`config.mk`:
```
export PLATFORM = sky130hd
export DESIGN_NAME = simd_result_pack
export DESIGN_NICKNAME = d
export VERILOG_FILES = /design/src/source/simd_pkg.sv /design/src/source/simd_result_pack.sv
export SDC_FILE = /design/constraint.sdc
export NUM_CORES = 1
export LEC_CHECK = 0
export BUFFER_PORTS_ARGS = -buffer_cell sky130_fd_sc_hd__buf_2
export CAP_MARGIN = 0
export CORE_ASPECT_RATIO = 0.8
export CORE_MARGIN = 4
export CORE_UTILIZATION = 30
export DETAILED_ROUTE_END_ITERATION = 6
export GPL_TIMING_DRIVEN = 0
export PLACE_DENSITY = 0.82
export RECOVER_POWER = 100
export SLEW_MARGIN = 20
export SYNTH_ARGS = -nofsm -noshare
export SYNTH_HDL_FRONTEND = slang
export SYNTH_SLANG_ARGS = --single-unit
```
`constraint.sdc`:
```
create_clock -name vclk -period 2.3
set_input_delay 0.115 -clock vclk [all_inputs]
set_output_delay 0.115 -clock vclk [all_outputs]
set_load 0.01 [all_outputs]
```
`src/source/simd_pkg.sv`:
```
// Shared widths, types, format/operation enums and lane geometry helpers for the SIMD slice
package simd_pkg;

  // --------------------
  // Widths
  // --------------------
  localparam int unsigned WORD_W        = 32;
  localparam int unsigned NUM_LANES     = 4;
  localparam int unsigned NUM_PIPE_REGS = 2;
  localparam int unsigned TAG_W         = 4;

  typedef logic [WORD_W-1:0]    word_t;
  typedef logic [NUM_LANES-1:0] lane_mask_t; // One bit per lane taking part
  typedef logic [TAG_W-1:0]     tag_t;

  // Bit 1 is positive overflow, bit 0 negative overflow
  typedef logic [1:0] status_t;

  // --------------------
  // Encodings
  // --------------------
  typedef enum logic [1:0] {
    W8  = 2'd0,
    W16 = 2'd1,
    W32 = 2'd2
  } fmt_e;

  typedef enum logic [1:0] {
    ADD = 2'd0,
    SUB = 2'd1,
    MIN = 2'd2,
    MAX = 2'd3
  } op_e;

  // Format on top, used-lane mask below
  typedef logic [$bits(fmt_e)+NUM_LANES-1:0] aux_t;

  // --------------------
  // Lane geometry
  // --------------------
  function automatic int unsigned fmt_width(fmt_e fmt);
    case (fmt)
      W8:      return 8;
      W16:     return 16;
      default: return WORD_W; // Unused code treated as a full word
    endcase
  endfunction

  // Widest element whose slot for lane i still fits in the word
  function automatic int unsigned lane_width(int unsigned lane);
    if (lane == 0) begin
      return WORD_W;
    end else if (lane == 1) begin
      return WORD_W / 2;
    end else begin
      return WORD_W / 4;
    end
  endfunction

endpackage
```
`src/source/simd_result_pack.sv`:
```
// Result packing with extension fill, status collapse, ready gating and busy merge
module simd_result_pack (
  input  simd_pkg::aux_t                      aux_i,
  input  logic                                out_ready_i,
  output simd_pkg::lane_mask_t                lane_out_ready_o,
  input  simd_pkg::word_t                     lane0_result_i,
  input  logic [simd_pkg::lane_width(1)-1:0]  lane1_result_i,
  input  logic [simd_pkg::lane_width(2)-1:0]  lane2_result_i,
  input  logic [simd_pkg::lane_width(3)-1:0]  lane3_result_i,
  input  simd_pkg::status_t                   lane0_status_i,
  input  simd_pkg::status_t                   lane1_status_i,
  input  simd_pkg::status_t                   lane2_status_i,
  input  simd_pkg::status_t                   lane3_status_i,
  input  simd_pkg::lane_mask_t                lane_busy_i,
  output simd_pkg::word_t                     result_o,
  output simd_pkg::status_t                   status_o,
  output logic                                ext_bit_o,
  output logic                                busy_o
);

  localparam int unsigned NUM_LANES = simd_pkg::NUM_LANES;

  simd_pkg::fmt_e       fmt;
  simd_pkg::lane_mask_t used_lanes;
  simd_pkg::word_t      lane_res [NUM_LANES];   // Zero-extended lane results
  simd_pkg::status_t    lane_status [NUM_LANES];

  // --------------------
  // Aux decode
  // --------------------
  assign used_lanes = aux_i[NUM_LANES-1:0];
  assign fmt        = simd_pkg::fmt_e'(aux_i[NUM_LANES +: $bits(simd_pkg::fmt_e)]);

  assign lane_res[0] = lane0_result_i;
  assign lane_res[1] = simd_pkg::word_t'(lane1_result_i);
  assign lane_res[2] = simd_pkg::word_t'(lane2_result_i);
  assign lane_res[3] = simd_pkg::word_t'(lane3_result_i);

  assign lane_status[0] = lane0_status_i;
  assign lane_status[1] = lane1_status_i;
  assign lane_status[2] = lane2_status_i;
  assign lane_status[3] = lane3_status_i;

  // Upper lanes only leave together with lane 0
  assign lane_out_ready_o = {NUM_LANES{out_ready_i}} & used_lanes;

  // Sign of lane 0's element
  assign ext_bit_o = lane0_result_i[simd_pkg::fmt_width(fmt)-1];

  // --------------------
  // Packing
  // --------------------
  always_comb begin : pack_result
    result_o = {simd_pkg::WORD_W{ext_bit_o}}; // Slots of idle lanes stay sign filled
    case (fmt)
      simd_pkg::W8: begin
        for (int unsigned i = 0; i < NUM_LANES; i++) begin
          if (used_lanes[i]) begin
            result_o[i*8 +: 8] = lane_res[i][7:0];
          end
        end
      end
      simd_pkg::W16: begin
        for (int unsigned i = 0; i < 2; i++) begin
          if (used_lanes[i]) begin
            result_o[i*16 +: 16] = lane_res[i][15:0];
          end
        end
      end
      default: result_o = lane_res[0];
    endcase
  end

  always_comb begin : collapse_status
    status_o = '0;
    for (int unsigned i = 0; i < NUM_LANES; i++) begin
      if (used_lanes[i]) begin
        status_o |= lane_status[i];
      end
    end
  end

  assign busy_o = |lane_busy_i;

endmodule

```
==> flow_metrics.tcl, run 1 <==
set metrics [dict create \
    outcome "finished, final reports clean" \
    synth.net_count 210 \
    num-clock-buffers 0 \
    overflow 0 \
    seq_area_um2 0 \
    layout_min_cycle_time_ns 2.13 \
    hold_path.class "input port to primary output" \
    syn_to_final_growth_pct 76.5 \
    synth.top_cell.area_share_pct 11.7 \
    grt_max_degree 11 \
    syn_area_um2 853 \
    antenna_cells 0 \
    fp-row-count 17 \
    worstPathMaxFanout 10 \
    path_cells "buf_2, nand2b_2, ha_4, mux2i_2, o31ai_4, buf_6, a21oi_1, o22ai_1, clkbuf_1" \
    fp.dieW_um 67.6 \
    core_mm2 0.00274 \
    crit_type "input port to primary output" \
    cp.depth 9 \
    critical-path-top-delay-family "compound AO/OA/AOI/OAI gates" \
    setup_viol 0 \
    fill_cells 312 \
    synth_common_cells "nor2_1, nor2b_1, o22ai_1" \
    postPlaceCellArea_mm2 0.00152 \
    max_freq_mhz 470 \
    pin_count 123 \
    p_leak_nw 0.749 \
    port_buffers 123 \
    avgSynthCellArea_um2 6.77 \
    antenna_found_initial 0 \
    worstSetupStartpointType "input port" \
    cts_setup_buffers 0 \
    finalNetCount 335 \
    critPathSlowestCell "o31ai_4" \
    gp_congestion 0.799 \
    cp.arrival_ns 2.01 \
    report.final.slew_viol_count 0 \
    grt_pass1_vias 1365 \
    worst_slack_ns 0.175 \
    via_per_inst 4.96 \
    dp_hpwl_mm 3.22 \
    synth_area_leaders "nor2b_1, o22ai_1, a221o_1, a21oi_1, nor2_1" \
    synthDistinctLibCells 29 \
    crit_start "aux_i[5]" \
    end_kind "primary output" \
    track_usage_pct 19.0 \
    grt_pass1_wl_mm 5.94 \
    slew_headroom_pct 67.0 \
    wl_mm 3.76 \
    critPathMaxStageDelay_ns 0.40 \
    fin_util_pct 54.9 \
    power.density_mw_per_mm2 241 \
    p_comb_share_pct 100.0 \
    fin_area_mm2 0.00151 \
    clock_power_share_pct 0 \
    dieArea_mm2 0.00377 \
    cp-endpoint "result_o[17]" \
    ys_warn_count 0 \
    drt_iter0_drc 60 \
    whs_ns 0.512 \
    seq_cell_count 0 \
    dp_slack_ns -0.0486 \
    period_share_pct 92.4 \
    cp.buffers_inverters 3 \
    drcViolationCount 0 \
    swShare_pct 52.1 \
    ant_nets 0 \
    p_int_w 0.000174 \
    rsz0062_at_grt "false" \
    drt-pass1-iter-count 6 \
    die_h_um 55.7 \
    netlist_instances 126 \
    yosysMostFrequentCell "nor2_1" \
    yosysTopAreaCell "nor2b_1" \
    crit_required_ns 2.18 \
    hold_violations 0 \
    vias 1424 \
    p_seq_share_pct 0 \
    maxCapViolCount 0 \
    multi_input_comb_area_um2 833 \
    vdd.ir_drop.worst_mv 0.0964 \
    post_route_cells_drive_above_1_share_pct 43.4 \
    worstMarginPinSlew_ns 0.491 \
    start_util_pct 31.1 \
    wire_per_inst_um 13.1 \
    yosysSeqAreaShare_pct 0 \
    power_switching_w 0.000189 \
]
routing by layer:
metal / part of all wire (%) / vias up / GRT usage (%)
met5: 0 / - / 0
met4: 0.11 / 0 / 0
met3: 9.4 / 2 / 1.82
met2: 49 / 67 / 34.1
met1: 41 / 627 / 25.5
li1: - / 728 / -
cells by family (layout without fill, tap and decap cells):
logic type,count (synthesis),after routing,share of synthesized area [%]
adders and majority gates,1,1,1.47
AOI/OAI and AO/OA,58,58,47.7
muxes,4,4,8.21
and+or+nand+nor,53,53,36.9
buffers and inverters,10,133,5.72
placed cells by master, fill, tap and decap left out, types with 2 or more instances in the layout:
| cell type | instances |
|---|---|
| nor2_1 | 17 |
| o22ai_1 | 16 |
| clkbuf_1 | 36 |
| nor2b_1 | 16 |
| buf_2 | 91 |
| nand2_1 | 2 |
| and2_1 | 3 |
| a21o_1 | 8 |
| nand2b_1 | 8 |
| a221o_1 | 8 |
| o21ai_2 | 3 |
| nor2_2 | 2 |
| a22oi_1 | 4 |
| inv_1 | 3 |
| a21oi_1 | 15 |
worst min path at each step:
stage,start,end,cells after the start
2_1_floorplan,lane_busy_i[2],busy_o,1
3_3_place_gp,lane_busy_i[2],busy_o,3
3_5_place_dp,lane_busy_i[2],busy_o,3
4_1_cts,lane_busy_i[2],busy_o,3
5_1_grt,lane0_result_i[1],result_o[1],3
6_report,lane0_result_i[1],result_o[1],3
cell type report:
cell class | count | share of cell area, %
well taps | 38 | 3.16
multi-input cells | 116 | 55.3
plain buffers | 6 | 2.24
repair buffers | 123 | 38.2
inverters | 4 | 1.08
per-stage QoR:
step	std cells	total power (W)	TNS (ns)
6_report	287	0.000362	0
5_1_grt	287	0.000399	0
4_1_cts	287	0.000373	0
3_5_place_dp	287	0.000368	-0.161
3_3_place_gp	287	0.000362	-0.0414
2_1_floorplan	126	0.000199	0
power groups by stage:
stage	logic (W)	registers [W]	clock network, W
2_1_floorplan	0.000199	0	0
3_3_place_gp	0.000362	0	0
3_5_place_dp	0.000368	0	0
4_1_cts	0.000373	0	0
5_1_grt	0.000399	0	0
6_report	0.000362	0	0
what timing repair did:
| action | CTS | global route |
|---|---|---|
| hold buffers | 0 | 0 |
| endpoints found under the setup margin | 12 | 26 |
| resized for setup | 4 | 4 |
No activity file was read; power rests on OpenSTA's default activity.
==> run 2, diff against run 1 <==
- CELL_PAD_IN_SITES_DETAIL_PLACEMENT: default -> 0
- CELL_PAD_IN_SITES_GLOBAL_PLACEMENT: default -> 1
- CORE_UTILIZATION: 30 -> 18
- PLACE_DENSITY: 0.82 -> 0.84
==> flow_metrics.tcl, run 2 (synthesis results as in run 1) <==
set metrics [dict create \
    clock_power_share_pct 0 \
    num-clock-buffers 0 \
    via_per_inst 4.67 \
    crit_type "input port to primary output" \
    syn_to_final_growth_pct 83.3 \
    critPathSlowestCell "ha_4" \
    seq_area_um2 0 \
    p_int_w 0.000185 \
    dieArea_mm2 0.00591 \
    gp_congestion 0.731 \
    fill_cells 522 \
    core_mm2 0.00460 \
    finalNetCount 337 \
    drt-pass1-iter-count 4 \
    power.density_mw_per_mm2 242 \
    wl_met2_mm 1.95 \
    end_kind "primary output" \
    antenna_found_initial 0 \
    p_leak_nw 0.806 \
    setup_viol 0 \
    period_share_pct 96.8 \
    hold_violations 0 \
    setup_tns_ns 0 \
    crit_required_ns 2.18 \
    outcome "finished, final reports clean" \
    swShare_pct 51.1 \
    pin_count 123 \
    worstPathMaxFanout 8 \
    ant_nets 0 \
    wl_mm 4.26 \
    fin_area_mm2 0.00156 \
    vias 1453 \
    hold_path.startpoint "lane0_result_i[6]" \
    die_h_um 69.6 \
    port_buffers 123 \
    dp_hpwl_mm 3.69 \
    critPathMaxStageDelay_ns 0.39 \
    rsz0062_at_grt "true" \
    maxCapViolCount 0 \
    fin_util_pct 34.0 \
    track_usage_pct 13.7 \
    crit_start "aux_i[5]" \
    worstSetupStartpointType "input port" \
    postPlaceCellArea_mm2 0.00154 \
    slew_headroom_pct 65.1 \
    power_switching_w 0.000193 \
    layout_min_cycle_time_ns 2.23 \
    wl_met1_mm 1.89 \
    layout_commonest_cell "buf_2" \
    cp-endpoint "result_o[15]" \
    max_freq_mhz 449 \
    fp.dieW_um 85.0 \
    fp-row-count 22 \
    overflow 0 \
    vdd.ir_drop.worst_mv 0.0706 \
    min_path_cells 3 \
    dr.max_layer_used "met4" \
    grt_pass1_vias 1452 \
    crit_path_frequent_cell "buf_2" \
    p_comb_share_pct 100.0 \
    wl_met3_um 376 \
    wire_per_inst_um 13.7 \
    post_route_cells_drive_above_1_share_pct 49.4 \
    report.final.slew_viol_count 0 \
    layout_common_cells "buf_2, clkbuf_1, nor2_1" \
    path_cells "buf_2, nand2b_1, ha_4, mux2_2, o21a_1, a221o_1, buf_2" \
    drt_iter0_drc 32 \
    cp.arrival_ns 2.11 \
    p_seq_share_pct 0 \
    antenna_cells 0 \
    grt_max_degree 11 \
    seq_cell_count 0 \
    drcViolationCount 0 \
    start_util_pct 18.6 \
    whs_ns 0.514 \
    hold_path.class "input port to primary output" \
    grt_pass1_wl_mm 6.83 \
    worstMarginPinSlew_ns 0.521 \
]
run 2: cell count changes in the layout (fill, tap and decap cells not counted):
cell and delta:
nand2b_1 +1, nor2_2 -1, buf_2 +16, nor2_1 +1, clkbuf_1 -16, buf_4 +2
nand2b_2 -1
run 2: worst max-delay path, delay by kind of cell:
kind	cells	cell delay [ns]
AO/OA/AOI/OAI	2	0.63
adder cells (fa/ha/maj)	1	0.39
multiplexers	1	0.37
AND/OR/NAND/NOR	1	0.32
buffers and inverters	2	0.28
run 2: worst min path at each step:
stage / slack [ns] / to
after floorplan: 0.35 / busy_o
after global placement: 0.50 / busy_o
after detailed placement: 0.50 / busy_o
after CTS: 0.50 / busy_o
after global routing: 0.53 / result_o[6]
final: 0.51 / result_o[6]
run 2: cell type report:
cell class	instances	area, um2	share of cell area, %
Tap cell	60	75.1	4.80
Inverter	4	16.3	1.04
Multi-Input combinational cell	116	828	53.0
Timing Repair Buffer	125	611	39.0
Buffer	6	33.8	2.16
run 2: what timing repair did:
action	4_1_cts	5_1_grt
buffers inserted	2	0
pin swaps	1	0
endpoints found under the setup margin	13	1
hold buffers	0	0
resized for setup	5	0
run 2: stage by stage:
step | setup WS [ns] | std cells | total power [W]
4_1_cts | 0.0489 | 311 | 0.000389
3_3_place_gp | -0.107 | 309 | 0.000373
5_1_grt | -0.0136 | 311 | 0.000420
6_report | 0.0747 | 311 | 0.000378
3_5_place_dp | -0.111 | 309 | 0.000376
2_1_floorplan | 0.393 | 126 | 0.000199
run 2: power groups by stage:
stage                     Combinational (W)  Clock, W  Sequential [W]
after global placement             0.000373         0               0
final                              0.000378         0               0
after global routing               0.000420         0               0
after floorplan                    0.000199         0               0
after CTS                          0.000389         0               0
after detailed placement           0.000376         0               0
run 2: layer usage:
layer / vias up / track usage [%]
met3: 4 / 1.78
li1: 734 / -
met4: 0 / 1.58
met1: 633 / 17.8
met5: - / 0
met2: 82 / 24.5
